<file path="config.mk">
export PLATFORM = sky130hd
export DESIGN_NAME = if_stage_top
export DESIGN_NICKNAME = d
export VERILOG_FILES = /design/src/hdl/isa_pkg.sv /design/src/hdl/fetch_pkg.sv /design/src/hdl/slot_if.sv /design/src/hdl/fetch_issue.sv /design/src/hdl/fetch_slot.sv /design/src/hdl/fetch_drain.sv /design/src/hdl/if_stage_top.sv
export SDC_FILE = /design/constraint.sdc
export NUM_CORES = 1
export LEC_CHECK = 0
export ABC_AREA = 1
export BUFFER_PORTS_ARGS = -buffer_cell sky130_fd_sc_hd__buf_2
export CELL_PAD_IN_SITES_DETAIL_PLACEMENT = 2
export CELL_PAD_IN_SITES_GLOBAL_PLACEMENT = 2
export CORE_ASPECT_RATIO = 0.7
export CORE_MARGIN = 10
export CORE_UTILIZATION = 37
export DETAILED_ROUTE_END_ITERATION = 7
export GPL_TIMING_DRIVEN = 0
export PLACE_DENSITY = 0.86
export SLEW_MARGIN = 5
export SYNTH_ARGS = -nofsm -noshare
export SYNTH_HDL_FRONTEND = slang
export SYNTH_SLANG_ARGS = --single-unit
export TNS_END_PERCENT = 20
</file>
<file path="constraint.sdc">
create_clock -name clk_i -period 4.95 [get_ports clk_i]
set_input_delay 0.495 -clock clk_i [delete_from_list [all_inputs] [get_ports clk_i]]
set_output_delay 0.495 -clock clk_i [all_outputs]
set_load 0.03 [all_outputs]
</file>
<file path="src/hdl/isa_pkg.sv">
/*
 * ISA definitions for the fetch stage
 * next-pc and vector selectors, interrupt cause width, fixed addresses
 */

package isa_pkg;

  ////////////////////////////////////////
  // selectors
  ////////////////////////////////////////

  // source of the next fetch address
  typedef enum logic [2:0] {
    PC_BOOT = 3'd0,  // boot base + offset
    PC_JUMP = 3'd1,  // jump/branch target from ex
    PC_EXC  = 3'd2,  // exception, irq or debug vector
    PC_ERET = 3'd3   // return from trap, mepc
  } pc_sel_e;

  // kind of vector when pc_sel_e is PC_EXC
  typedef enum logic [1:0] {
    EXC_PC_EXC = 2'd0,  // synchronous exception -> mtvec base
    EXC_PC_IRQ = 2'd1,  // vectored interrupt -> base + 4*cause
    EXC_PC_DBG = 2'd2   // debug halt request
  } exc_sel_e;

  ////////////////////////////////////////
  // constants
  ////////////////////////////////////////

  localparam int unsigned ExcCauseW = 5;  // irq cause bits

  localparam logic [31:0] DmHaltAddr = 32'h1A11_0800;  // debug module halt entry

  // boot base is 256 byte aligned, first fetch sits 0x80 above it
  localparam logic [7:0] BootOffset = 8'h80;

endpackage

</file>
<file path="src/hdl/fetch_pkg.sv">
/*
 * Fetch buffer definitions
 * slot count, derived index and credit widths, slot state encoding
 */

package fetch_pkg;

  localparam int unsigned NumSlots = 4;  // power of two, 2 and 8 also fine

  localparam int unsigned SlotIdxW = $clog2(NumSlots);  // ring pointer width

  // one extra bit so the counter can hold NumSlots
  localparam int unsigned CreditW = SlotIdxW + 1;

  // life cycle of one buffer entry
  typedef enum logic [1:0] {
    SLOT_FREE    = 2'd0,  // owns a credit, nothing in flight
    SLOT_PENDING = 2'd1,  // granted on the bus, waiting for rvalid
    SLOT_STALE   = 2'd2,  // squashed while pending, response still owed
    SLOT_FULL    = 2'd3   // holds a word for decode
  } slot_state_e;

endpackage

</file>
<file path="src/hdl/slot_if.sv">
/*
 * Per-slot bundle between the request issuer, one fetch slot and the drain
 * issuer allocates and fills, drain takes, slot reports state and release
 */
`timescale 1ns/1ps

interface slot_if;

  logic        alloc;       // bus grant claims this slot
  logic [31:0] alloc_addr;  // address of the granted request
  logic        fill;        // response for this slot
  logic [31:0] fill_data;
  logic        fill_err;
  logic        flush;       // registered pc_set, same on every slot
  logic        take;        // drain copies the word out

  fetch_pkg::slot_state_e state;
  logic [31:0]            addr;
  logic [31:0]            data;
  logic                   err;
  logic                   rel;  // slot went back to free, credit returns

  modport issuer (output alloc, alloc_addr, fill, fill_data, fill_err, flush,
                  input  rel);

  modport slot   (input  alloc, alloc_addr, fill, fill_data, fill_err, flush, take,
                  output state, addr, data, err, rel);

  modport drain  (output take,
                  input  state, addr, data, err, rel, flush);

endinterface

</file>
<file path="src/hdl/fetch_issue.sv">
/*
 * Fetch request issuer
 * picks the next pc, issues word requests against slot credits and
 * steers bus responses into the slot ring in grant order
 */
`timescale 1ns/1ps

module fetch_issue (
  input  logic                            clk_i,
  input  logic                            rst_ni,
  input  logic                            req_i,             // core wants instructions
  input  logic                            pc_set_i,          // redirect
  input  isa_pkg::pc_sel_e                pc_mux_i,
  input  isa_pkg::exc_sel_e               exc_mux_i,
  input  logic [isa_pkg::ExcCauseW-1:0]   exc_cause_i,
  input  logic [31:0]                     boot_addr_i,
  input  logic [31:0]                     branch_target_i,
  input  logic [31:0]                     csr_mepc_i,
  input  logic [31:0]                     csr_mtvec_i,
  output logic                            instr_req_o,
  output logic [31:0]                     instr_addr_o,
  input  logic                            instr_gnt_i,
  input  logic                            instr_rvalid_i,
  input  logic [31:0]                     instr_rdata_i,
  input  logic                            instr_err_i,
  output logic                            csr_mtvec_init_o,  // boot redirect, init mtvec
  output logic                            busy_o,
  output logic [fetch_pkg::SlotIdxW-1:0]  fill_ptr_o,        // fill pointer after this cycle
  slot_if.issuer                          slots [fetch_pkg::NumSlots]
);

  logic [31:0] exc_pc;
  logic [31:0] fetch_addr_n;
  logic [31:0] addr_q;        // address on the bus
  logic        fetch_en_q;    // set by the first redirect
  logic        flush_q;
  logic        grant;

  logic [fetch_pkg::CreditW-1:0]  credit_q;
  logic [fetch_pkg::CreditW-1:0]  rel_cnt;
  logic [fetch_pkg::CreditW-1:0]  outst_q;   // granted, not yet answered
  logic [fetch_pkg::SlotIdxW-1:0] alloc_q;
  logic [fetch_pkg::SlotIdxW-1:0] fill_q;
  logic [fetch_pkg::NumSlots-1:0] rel;

  ////////////////////////////////////////
  // next address
  ////////////////////////////////////////

  always_comb begin
    unique case (exc_mux_i)
      isa_pkg::EXC_PC_EXC: exc_pc = {csr_mtvec_i[31:8], 8'h00};
      // base + 4*cause, cause fits below bit 7
      isa_pkg::EXC_PC_IRQ: exc_pc = {csr_mtvec_i[31:8], 1'b0, exc_cause_i, 2'b00};
      isa_pkg::EXC_PC_DBG: exc_pc = isa_pkg::DmHaltAddr;
      default:             exc_pc = {csr_mtvec_i[31:8], 8'h00};
    endcase
  end

  always_comb begin
    unique case (pc_mux_i)
      isa_pkg::PC_BOOT: fetch_addr_n = {boot_addr_i[31:8], isa_pkg::BootOffset};
      isa_pkg::PC_JUMP: fetch_addr_n = branch_target_i;
      isa_pkg::PC_EXC:  fetch_addr_n = exc_pc;
      isa_pkg::PC_ERET: fetch_addr_n = csr_mepc_i;   // back to trapped pc
      default:          fetch_addr_n = {boot_addr_i[31:8], isa_pkg::BootOffset};
    endcase
  end

  assign csr_mtvec_init_o = pc_set_i & (pc_mux_i == isa_pkg::PC_BOOT);

  ////////////////////////////////////////
  // bus request
  ////////////////////////////////////////

  // only ask while a free slot is guaranteed for the answer
  assign instr_req_o  = req_i & fetch_en_q & (credit_q != '0);
  assign instr_addr_o = addr_q;
  assign grant        = instr_req_o & instr_gnt_i;

  always_ff @(posedge clk_i or negedge rst_ni) begin
    if (!rst_ni) begin
      addr_q     <= '0;
      fetch_en_q <= 1'b0;
      flush_q    <= 1'b0;
    end else begin
      flush_q <= pc_set_i;  // squash one cycle later, old grants land first
      if (pc_set_i) begin
        addr_q     <= {fetch_addr_n[31:2], 2'b00};  // word fetches only
        fetch_en_q <= 1'b1;
      end else if (grant) begin
        addr_q <= addr_q + 32'd4;
      end
    end
  end

  ////////////////////////////////////////
  // credits and ring pointers
  ////////////////////////////////////////

  // several slots can free at once on a flush
  always_comb begin
    rel_cnt = '0;
    for (int i = 0; i < fetch_pkg::NumSlots; i++) begin
      rel_cnt = rel_cnt + fetch_pkg::CreditW'(rel[i]);
    end
  end

  always_ff @(posedge clk_i or negedge rst_ni) begin
    if (!rst_ni) begin
      credit_q <= fetch_pkg::CreditW'(fetch_pkg::NumSlots);
      outst_q  <= '0;
      alloc_q  <= '0;
      fill_q   <= '0;
    end else begin
      credit_q <= credit_q - fetch_pkg::CreditW'(grant) + rel_cnt;
      outst_q  <= outst_q + fetch_pkg::CreditW'(grant) - fetch_pkg::CreditW'(instr_rvalid_i);
      alloc_q  <= alloc_q + fetch_pkg::SlotIdxW'(grant);
      fill_q   <= fill_q + fetch_pkg::SlotIdxW'(instr_rvalid_i);
    end
  end

  assign busy_o     = (outst_q != '0);
  assign fill_ptr_o = fill_q + fetch_pkg::SlotIdxW'(instr_rvalid_i);

  // per-slot strobes, responses come back in grant order
  for (genvar g = 0; g < fetch_pkg::NumSlots; g++) begin : gen_slot_ctl
    assign slots[g].alloc      = grant & (alloc_q == fetch_pkg::SlotIdxW'(g));
    assign slots[g].alloc_addr = addr_q;
    assign slots[g].fill       = instr_rvalid_i & (fill_q == fetch_pkg::SlotIdxW'(g));
    assign slots[g].fill_data  = instr_rdata_i;
    assign slots[g].fill_err   = instr_err_i;
    assign slots[g].flush      = flush_q;
    assign rel[g]              = slots[g].rel;
  end

endmodule

</file>
<file path="src/hdl/fetch_slot.sv">
/*
 * One fetch buffer entry
 * tracks its request from grant to hand-off and returns its credit
 */
`timescale 1ns/1ps

module fetch_slot (
  input  logic   clk_i,
  input  logic   rst_ni,
  slot_if.slot   s
);

  fetch_pkg::slot_state_e state_q, state_d;
  logic [31:0]            addr_q;
  logic [31:0]            data_q;
  logic                   err_q;
  logic                   rel;

  always_comb begin
    state_d = state_q;
    rel     = 1'b0;
    unique case (state_q)
      fetch_pkg::SLOT_FREE: begin
        if (s.alloc) state_d = fetch_pkg::SLOT_PENDING;
      end
      fetch_pkg::SLOT_PENDING: begin
        if (s.flush && s.fill) begin
          state_d = fetch_pkg::SLOT_FREE;  // old word arrives during squash, drop it
          rel     = 1'b1;
        end else if (s.flush) begin
          state_d = fetch_pkg::SLOT_STALE;  // still owed a response
        end else if (s.fill) begin
          state_d = fetch_pkg::SLOT_FULL;
        end
      end
      fetch_pkg::SLOT_STALE: begin
        if (s.fill) begin
          state_d = fetch_pkg::SLOT_FREE;
          rel     = 1'b1;
        end
      end
      fetch_pkg::SLOT_FULL: begin
        // either handed to decode or squashed
        if (s.take || s.flush) begin
          state_d = fetch_pkg::SLOT_FREE;
          rel     = 1'b1;
        end
      end
      default: state_d = fetch_pkg::SLOT_FREE;
    endcase
  end

  always_ff @(posedge clk_i or negedge rst_ni) begin
    if (!rst_ni) state_q <= fetch_pkg::SLOT_FREE;
    else         state_q <= state_d;
  end

  // payload
  always_ff @(posedge clk_i) begin
    if (s.alloc && state_q == fetch_pkg::SLOT_FREE) addr_q <= s.alloc_addr;
    if (s.fill && !s.flush && state_q == fetch_pkg::SLOT_PENDING) begin
      data_q <= s.fill_data;
      err_q  <= s.fill_err;
    end
  end

  assign s.state = state_q;
  assign s.addr  = addr_q;
  assign s.data  = data_q;
  assign s.err   = err_q;
  assign s.rel   = rel;

endmodule

</file>
<file path="src/hdl/fetch_drain.sv">
/*
 * In-order drain of the slot ring
 * walks the ring oldest first, skips squashed entries and feeds the IF-ID register
 */
`timescale 1ns/1ps

module fetch_drain (
  input  logic                            clk_i,
  input  logic                            rst_ni,
  input  logic                            pc_set_i,
  input  logic [fetch_pkg::SlotIdxW-1:0]  fill_ptr_i,   // first slot of the new stream
  input  logic                            id_ready_i,
  output logic                            instr_valid_o,
  output logic [31:0]                     instr_rdata_o,
  output logic [31:0]                     instr_pc_o,
  output logic                            instr_err_o,
  slot_if.drain                           slots [fetch_pkg::NumSlots]
);

  fetch_pkg::slot_state_e         st     [fetch_pkg::NumSlots];
  logic [31:0]                    addr_v [fetch_pkg::NumSlots];
  logic [31:0]                    data_v [fetch_pkg::NumSlots];
  logic [fetch_pkg::NumSlots-1:0] err_v;
  logic [fetch_pkg::NumSlots-1:0] rel_v;
  logic [fetch_pkg::NumSlots-1:0] flush_v;

  logic [fetch_pkg::SlotIdxW-1:0] rd_q;   // oldest live slot
  logic                           flush;
  logic                           take;
  logic                           skip;
  logic                           valid_q;

  for (genvar g = 0; g < fetch_pkg::NumSlots; g++) begin : gen_slot_rd
    assign st[g]      = slots[g].state;
    assign addr_v[g]  = slots[g].addr;
    assign data_v[g]  = slots[g].data;
    assign err_v[g]   = slots[g].err;
    assign rel_v[g]   = slots[g].rel;
    assign flush_v[g] = slots[g].flush;
    assign slots[g].take = take & (rd_q == fetch_pkg::SlotIdxW'(g));
  end

  assign flush = |flush_v;  // same pulse on every slot

  // nothing moves out while a redirect is in progress
  assign take = (st[rd_q] == fetch_pkg::SLOT_FULL) & (~valid_q | id_ready_i) &
                ~pc_set_i & ~flush;
  // squashed slot answered, move on
  assign skip = (st[rd_q] == fetch_pkg::SLOT_STALE) & rel_v[rd_q];

  always_ff @(posedge clk_i or negedge rst_ni) begin
    if (!rst_ni) begin
      rd_q <= '0;
    end else if (flush) begin
      rd_q <= fill_ptr_i;  // everything before this was freed or goes stale
    end else if (take || skip) begin
      rd_q <= rd_q + 1'b1;
    end
  end

  ////////////////////////////////////////
  // IF-ID register
  ////////////////////////////////////////

  always_ff @(posedge clk_i or negedge rst_ni) begin
    if (!rst_ni) begin
      valid_q <= 1'b0;
    end else if (pc_set_i) begin
      valid_q <= 1'b0;
    end else if (take) begin
      valid_q <= 1'b1;
    end else if (id_ready_i) begin
      valid_q <= 1'b0;  // consumed, nothing behind it yet
    end
  end

  always_ff @(posedge clk_i) begin
    if (take) begin
      instr_rdata_o <= data_v[rd_q];
      instr_pc_o    <= addr_v[rd_q];
      instr_err_o   <= err_v[rd_q];
    end
  end

  assign instr_valid_o = valid_q;

endmodule

</file>
<file path="src/hdl/if_stage_top.sv">
/*
 * Instruction fetch stage top
 * issuer, ring of fetch slots and in-order drain toward decode
 */
`timescale 1ns/1ps

module if_stage_top (
  input  logic                          clk_i,
  input  logic                          rst_ni,
  input  logic                          req_i,
  input  logic                          pc_set_i,
  input  isa_pkg::pc_sel_e              pc_mux_i,
  input  isa_pkg::exc_sel_e             exc_mux_i,
  input  logic [isa_pkg::ExcCauseW-1:0] exc_cause_i,
  input  logic [31:0]                   boot_addr_i,
  input  logic [31:0]                   branch_target_i,
  input  logic [31:0]                   csr_mepc_i,
  input  logic [31:0]                   csr_mtvec_i,
  output logic                          csr_mtvec_init_o,
  // instruction bus
  output logic                          instr_req_o,
  output logic [31:0]                   instr_addr_o,
  input  logic                          instr_gnt_i,
  input  logic                          instr_rvalid_i,
  input  logic [31:0]                   instr_rdata_i,
  input  logic                          instr_err_i,
  // toward decode
  input  logic                          id_ready_i,
  output logic                          instr_valid_o,
  output logic [31:0]                   instr_rdata_o,
  output logic [31:0]                   instr_pc_o,
  output logic                          instr_err_o,
  output logic                          busy_o
);

  logic [fetch_pkg::SlotIdxW-1:0] fill_ptr;

  slot_if slot_bus [fetch_pkg::NumSlots] ();

  fetch_issue i_issue (
    .clk_i            (clk_i),
    .rst_ni           (rst_ni),
    .req_i            (req_i),
    .pc_set_i         (pc_set_i),
    .pc_mux_i         (pc_mux_i),
    .exc_mux_i        (exc_mux_i),
    .exc_cause_i      (exc_cause_i),
    .boot_addr_i      (boot_addr_i),
    .branch_target_i  (branch_target_i),
    .csr_mepc_i       (csr_mepc_i),
    .csr_mtvec_i      (csr_mtvec_i),
    .instr_req_o      (instr_req_o),
    .instr_addr_o     (instr_addr_o),
    .instr_gnt_i      (instr_gnt_i),
    .instr_rvalid_i   (instr_rvalid_i),
    .instr_rdata_i    (instr_rdata_i),
    .instr_err_i      (instr_err_i),
    .csr_mtvec_init_o (csr_mtvec_init_o),
    .busy_o           (busy_o),
    .fill_ptr_o       (fill_ptr),
    .slots            (slot_bus)
  );

  for (genvar g = 0; g < fetch_pkg::NumSlots; g++) begin : gen_slot
    fetch_slot i_slot (
      .clk_i  (clk_i),
      .rst_ni (rst_ni),
      .s      (slot_bus[g])
    );
  end

  fetch_drain i_drain (
    .clk_i         (clk_i),
    .rst_ni        (rst_ni),
    .pc_set_i      (pc_set_i),
    .fill_ptr_i    (fill_ptr),
    .id_ready_i    (id_ready_i),
    .instr_valid_o (instr_valid_o),
    .instr_rdata_o (instr_rdata_o),
    .instr_pc_o    (instr_pc_o),
    .instr_err_o   (instr_err_o),
    .slots         (slot_bus)
  );

endmodule

</file>
Yosys cells after proc, flatten, opt, wreduce, memory -nomap -nowiden

Index checks and enable logic that the tools add are counted.

Bitwise logic cells: 25
Reduce and logical (&&, ||, !) cells: 39
Muxes and demuxes: 66
Shifts and indexed selects: 0
Add/subtract/negate cells: 11
Order comparisons: 2
Equality and inequality tests: 44
Divide/modulo/power cells: 0
$mul: 0

Operators by type and width:

| cell                    | number |
|---|---|
| $mux W32                | 6 |
| $bmux W32 S2            | 2 |
| $pmux W32 S3            | 1 |
| $pmux W32 S2            | 1 |
| $mux W2                 | 28 |
| $eq A2 B2 Y1 const B    | 17 |
| $add A32 B3 Y32 const B | 1 |
| $pmux W2 S4             | 4 |
| $ne A2 B1 Y1 const B    | 12 |
| $and A1 B1 Y1           | 20 |
| $mux W1                 | 17 |
| $eq A2 B1 Y1 const B    | 8 |
| $logic_and A1 B1 Y1     | 16 |
| $ne A4 B2 Y1 const B    | 4 |
| $reduce_and A4 Y1       | 4 |
| $logic_not A2 Y1        | 7 |
| $pmux W1 S3             | 4 |
| $add A3 B1 Y3           | 3 |
| $reduce_bool A3 Y1      | 3 |
| $eq A3 B2 Y1 const B    | 2 |
| $sub A3 B1 Y3           | 2 |
| $logic_or A1 B1 Y1      | 5 |
| $add A2 B1 Y2           | 2 |
| $bmux W1 S2             | 2 |
| 13 further kinds        | 16 |

Output and inout bits: 101
Memory bits (writable): 0
Bits in latches: 0
Word-level logic and storage cells: 215
Register bits: 380
ROM bits: 0
Memories: 0

Depth between registers and ports, before layout

Depth in word-level cells: 18
Depth in mapped cells: 18
Mapped depth without buffers: 17

Cells and area by module

Synthesis repeated with hierarchy kept, for this count alone.

Cells, all modules: 1,843
Area total of the unflattened synthesis: 18,640.4 um^2

Modules (own cells, without submodules):

| module                              | cells an instance | sequential area each (um^2) | times used | area each (um^2) |
|---|---|---|---|---|
| fetch_slot (gen_slot[0].i_slot ...) | 99                | 2,001.9                     | 3          | 2,145.8 |
| fetch_issue                         | 941               | 1,052.3                     | 1          | 5,916.9 |
| fetch_drain                         | 506               | 2,026.9                     | 1          | 4,121.5 |
| fetch_slot (gen_slot[2].i_slot)     | 99                | 2,001.9                     | 1          | 2,164.6 |

Worst setup path before layout

No wires, ideal clock.

Path type: flip-flop to flip-flop
Start point: register i_issue.credit_q[2] (netlist bit)
End point: register gen_slot[3].i_slot.addr_q[10] (enable)
Path slack: 0.785 ns
Arrival time: 3.711 ns
Stages on the path, launching flop included: 7
Buffers on the path: 0
Cells stage by stage: dfstp_2 > nor2_1 > a21oi_1 > nand2_1 > inv_1 > nand3_1 > nor3_1

Longest elaborated chain between the ends: 5

RTL lines:

| what                     | line               | text |
|---|---|---|
| start: declaration       | fetch_issue.sv:39  | `logic [fetch_pkg::CreditW-1:0] credit_q;` |
| start signal: assignment | fetch_issue.sv:111 | `credit_q <= fetch_pkg::CreditW'(fetch_pkg::NumSlots);` |
| start signal: assignment | fetch_issue.sv:116 | `credit_q <= credit_q - fetch_pkg::CreditW'(grant) + rel_cnt;` |
| $reduce_bool A3 Y1       | fetch_issue.sv:77  | `assign instr_req_o = req_i & fetch_en_q & (credit_q != '0);` |
| $and A1 B1 Y1            | fetch_issue.sv:77  |  |
| named net instr_req_o    | if_stage_top.sv:21 | `output logic instr_req_o,` |
| $and A1 B1 Y1            | fetch_issue.sv:79  | `assign grant = instr_req_o & instr_gnt_i;` |
| $and A1 B1 Y1            | fetch_issue.sv:128 | `assign slots[g].alloc = grant & (alloc_q == fetch_pkg::SlotIdxW'(g));` |
| $logic_and A1 B1 Y1      | fetch_slot.sv:60   | `if (s.alloc && state_q == fetch_pkg::SLOT_FREE) addr_q <= s.alloc_addr;` |
| end signal: assignment   | fetch_slot.sv:60   |  |
| end: declaration         | fetch_slot.sv:14   | `logic [31:0] addr_q;` |

The timed path passes the listed nets, and every way through them passes these cells.
A chain may end at the register's enable or synchronous reset.

Worst setup path in the final report

Start point: register i_drain.rd_q[0] (netlist bit)
End point: register i_issue.credit_q[2] (netlist bit)

Longest elaborated chain between the ends: 16

RTL lines:

| what                                       | line               | text |
|---|---|---|
| start: declaration                         | fetch_drain.sv:27  | `logic [fetch_pkg::SlotIdxW-1:0] rd_q;` |
| start signal: assignment                   | fetch_drain.sv:55  | `rd_q <= fill_ptr_i;` |
| start signal: assignment                   | fetch_drain.sv:57  | `rd_q <= rd_q + 1'b1;` |
| $not A2 Y3 (not written as such)           | fetch_drain.sv:46  | `assign take = (st[rd_q] == fetch_pkg::SLOT_FULL) & (~valid_q \| id_ready_i) &` |
| $bmux W2 S2                                | fetch_drain.sv:46  |  |
| $mux W2 (not written as such) (2 in a row) | fetch_drain.sv:46  |  |
| $eq A2 B2 Y1                               | fetch_drain.sv:46  |  |
| $and A1 B1 Y1 (2 in a row)                 | fetch_drain.sv:46  |  |
| $and A1 B1 Y1                              | fetch_drain.sv:47  | `~pc_set_i & ~flush;` |
| $and A1 B1 Y1                              | fetch_drain.sv:40  | `assign slots[g].take = take & (rd_q == fetch_pkg::SlotIdxW'(g));` |
| $logic_or A1 B1 Y1                         | fetch_slot.sv:44   | `if (s.take \|\| s.flush) begin` |
| $mux W1                                    | fetch_slot.sv:44   |  |
| $pmux W1 S3                                | fetch_slot.sv:22   | `unique case (state_q)` |
| $add A1 B1 Y2                              | fetch_issue.sv:105 | `rel_cnt = rel_cnt + fetch_pkg::CreditW'(rel[i]);` |
| $add A3 B1 Y3                              | fetch_issue.sv:105 |  |
| $add A3 B1 Y3 (*)                          | fetch_issue.sv:105 |  |
| $add A3 B3 Y3 (*)                          | fetch_issue.sv:116 |  |

Every way passes the cells marked *; elsewhere a longest branch is shown, timed or not. The select of a mux whose other input is x is not followed.

==> reports/results.txt <==
Clock sink count = 368
Worst-path clk slew = 70 ps
Port Buf Inserts = 254
Core area = 41400 µm²
Fraction of final layout cells with drive strength greater than 1 = 0.227
Fin cells = 2248
Fmax achieved = 0.230 GHz
Adder-cell share of the synthesized area = 0.0166
Status = complete, no violations
Crit path top cell by count = ha_1
Antenna Nets Post-Route = 0
Crit path launch type = register
Iteration count of the initial detailed-routing pass = 6
Clk_skew = 25.7 ps
CTS tree = built
Maximum fanout along the worst path = 11
Tcrit/Tclk final = 0.879
Filler Cell Count = 4274
Crit path required time = 5410 ps
Async S/R FF share, synth = 0.144
Commonest non-fill, non-tap cells in the layout = 315 x edfxtp_1, 262 x buf_2, 177 x nor2_1
Setup TNS = 0 ps
Largest family of logic cells by synthesized area = simple AND/OR/NAND/NOR gates
Worst Max-Slew Pin Slew = 1040 ps
Post_cts resized = 0
Worst VDD drop = 0.000245 V
Largest cells by area after synthesis = edfxtp_1 60%, dfrtp_1 8.3%, o21ai_0 5.2%, nor2_1 4.2%, nand2_1 4.1%
Top Ports = 279
Part of the Yosys area used for sequential elements = 0.689
Area growth syn-to-layout = 22.1%
Final setup viols = 0
EDFF count, synth = 315
Reg2Reg Setup Slack = 600 ps
CP max-delay cell = clkbuf_1
Most common cell after layout, fill and taps aside = edfxtp_1
Syn Inst Count = 1352
# nets final = 1872
Kind of end point of the critical path = register
Placed Cells incl. Taps = 2179
Crit-path cells = buf_4 -> inv_2 -> clkbuf_1 -> buf_1 -> ha_1 -> or2_2 -> nand3b_1 -> nand2_1 -> ha_1 -> inv_1 -> ha_1 -> inv_1 -> ha_1 -> inv_1 -> fa_1 -> xnor2_1 -> xnor2_1
First DRT Iteration DRCs = 1191
Die H = 192 µm
Ant. Diodes = 0
LEAKAGE = 7.35 nW
Worst-Skew Late Latency = 560 ps
#FFs+latches synth = 368
Distinct cell type count after synthesis = 45
Die X = 266 µm
Hold buffer count at CTS = 0
Clock Path Buffers = 3
Mux cell area share after synthesis = 0
Simple-gate area share of the yosys netlist = 0.133
H-tree levels = 2
Total CTS buffers = 38
Number of global-route vias before repair = 14200
Starting density of the core = 0.378
Post-CTS setup buffers = 0
Family with the most delay on the worst path = buffers and inverters
Ys Warns = 0
Crit Path Category = reg2reg
Pin count of the biggest net entering global routing = 54
Final hold slack = 50.1 ps
Detailed-route DRC error count = 0
Wire per inst = 28.4 µm
Placer Congestion = 0.819
DP HPWL = 44800 µm
GRT Util Overall = 0.245
Final Hold Viols = 0
Unrepaired setup endpoints after global routing = false
Area leader, netlist = edfxtp_1
Worst hold path class = in2async
Global route total overflow = 0
Buf+Inv Stages, Crit Path = 7
Vias = 12700
Slew HR = 0.304
Tot Pwr = 10.3 mW
Drt via density = 5.66
Critical Path AT = 4810 ps
Die footprint = 51100 µm²
Most common flop cell mapped by yosys = edfxtp_1
Final slew viol count = 0
Highest cell delay on the worst timing path = 670 ps
Initial antenna violation count = 2
Tmin final = 4350 ps
Final worst slack = 598 ps
Compound-cell area share of the yosys netlist = 0.111
Max_cap viols = 0
FP Rows = 62
XOR/XNOR Fraction of Synth Area = 0.0117
Place WS = 728 ps
Syn_area_per_cell = 11.6 µm²
Routed WL = 63900 µm
Share of the synthesized area in the top cell type = 0.604
Root buffer cell = clkbuf_16
PD cells = 537 nW/µm²
Global-route wire length before repair = 93900 µm
Synth Cell Area = 15700 µm²
[state kept, by name, summed over array words and instances, names as in the netlist]
name	cells
i_drain.rd_q	2
gen_slot.i_slot.s.data	128
gen_slot.i_slot.s.err	4
i_issue.credit_q	3
i_issue.instr_addr_o	30
i_issue.slots.flush	1
i_issue.fill_q	2
i_issue.outst_q	3
gen_slot.i_slot.s.state	8
i_drain.instr_rdata_o	32
i_issue.fetch_en_q	1
gen_slot.i_slot.s.addr	120
i_drain.instr_valid_o	1
i_issue.alloc_q	2
i_drain.instr_pc_o	30
i_drain.instr_err_o	1
[metrics by stage]
step            util  instance area, µm²
3_3_place_gp   0.425               17600
4_1_cts        0.462               19100
2_1_floorplan      -               15700
5_1_grt        0.462               19100
6_report       0.462               19100
3_5_place_dp   0.433               18000
[layer usage]
layer / share of wire / track usage / vias up
met1: 0.40 / 0.295 / 6645
met2: 0.51 / 0.435 / 450
met4: 0.030 / 0.0800 / 4
met5: 0.00042 / 0 / -
met3: 0.060 / 0.0482 / 122
li1: - / - / 5496
[power by group]
group          switching [mW]  internal (mW)  leakage (nW)  total, mW
clock                    1.29           1.52         0.576       2.81
combinational            2.36          0.853          3.31       3.21
sequential              0.345           3.90          3.47       4.25
[synthesized netlist by cell type (22+ instances only)]
cell type / n
dfrtp_1: 52
nand3_1: 62
edfxtp_1: 315
inv_1: 76
clkbuf_1: 56
o21ai_0: 162
o22ai_1: 64
nor3_1: 22
a21oi_1: 41
nand2_1: 172
nor2_1: 177
[cells by family (layout without fill, tap and decap cells)]
group           Yosys count  in the layout
other cells               1              4
fa+ha+maj                19             19
buf+inv                 153            502
xor+xnor                 21             21
simple gates            481            481
compound gates          309            309
flops                   368            368
[final timing paths]
path                                    start                      to  cells past startpoint
max in group asynchronous              rst_ni         i_drain.rd_q[0]                      1
min reg2reg                i_issue.outst_q[0]      i_issue.outst_q[0]                      1
max                           i_drain.rd_q[0]     i_issue.credit_q[2]                     17
min                                    rst_ni      i_issue.alloc_q[1]                      1
min in group clk_i                   pc_set_i  i_issue.slots[0].flush                      1
max reg2reg                   i_drain.rd_q[0]     i_issue.credit_q[2]                     17
[layout make-up]
type / instances / area (µm²) / share of cell area
timing repair buffer: 280 / 1560 / 0.0814
buffer: 74 / 308 / 0.0161
sequential: 368 / 10800 / 0.564
clock buffer: 47 / 1010 / 0.0531
multi-input combinational: 834 / 4320 / 0.226
inverter: 79 / 299 / 0.0156
clock inverter: 22 / 151 / 0.00792
tap: 544 / 681 / 0.0356
No activity file was read; power rests on OpenSTA's default activity.
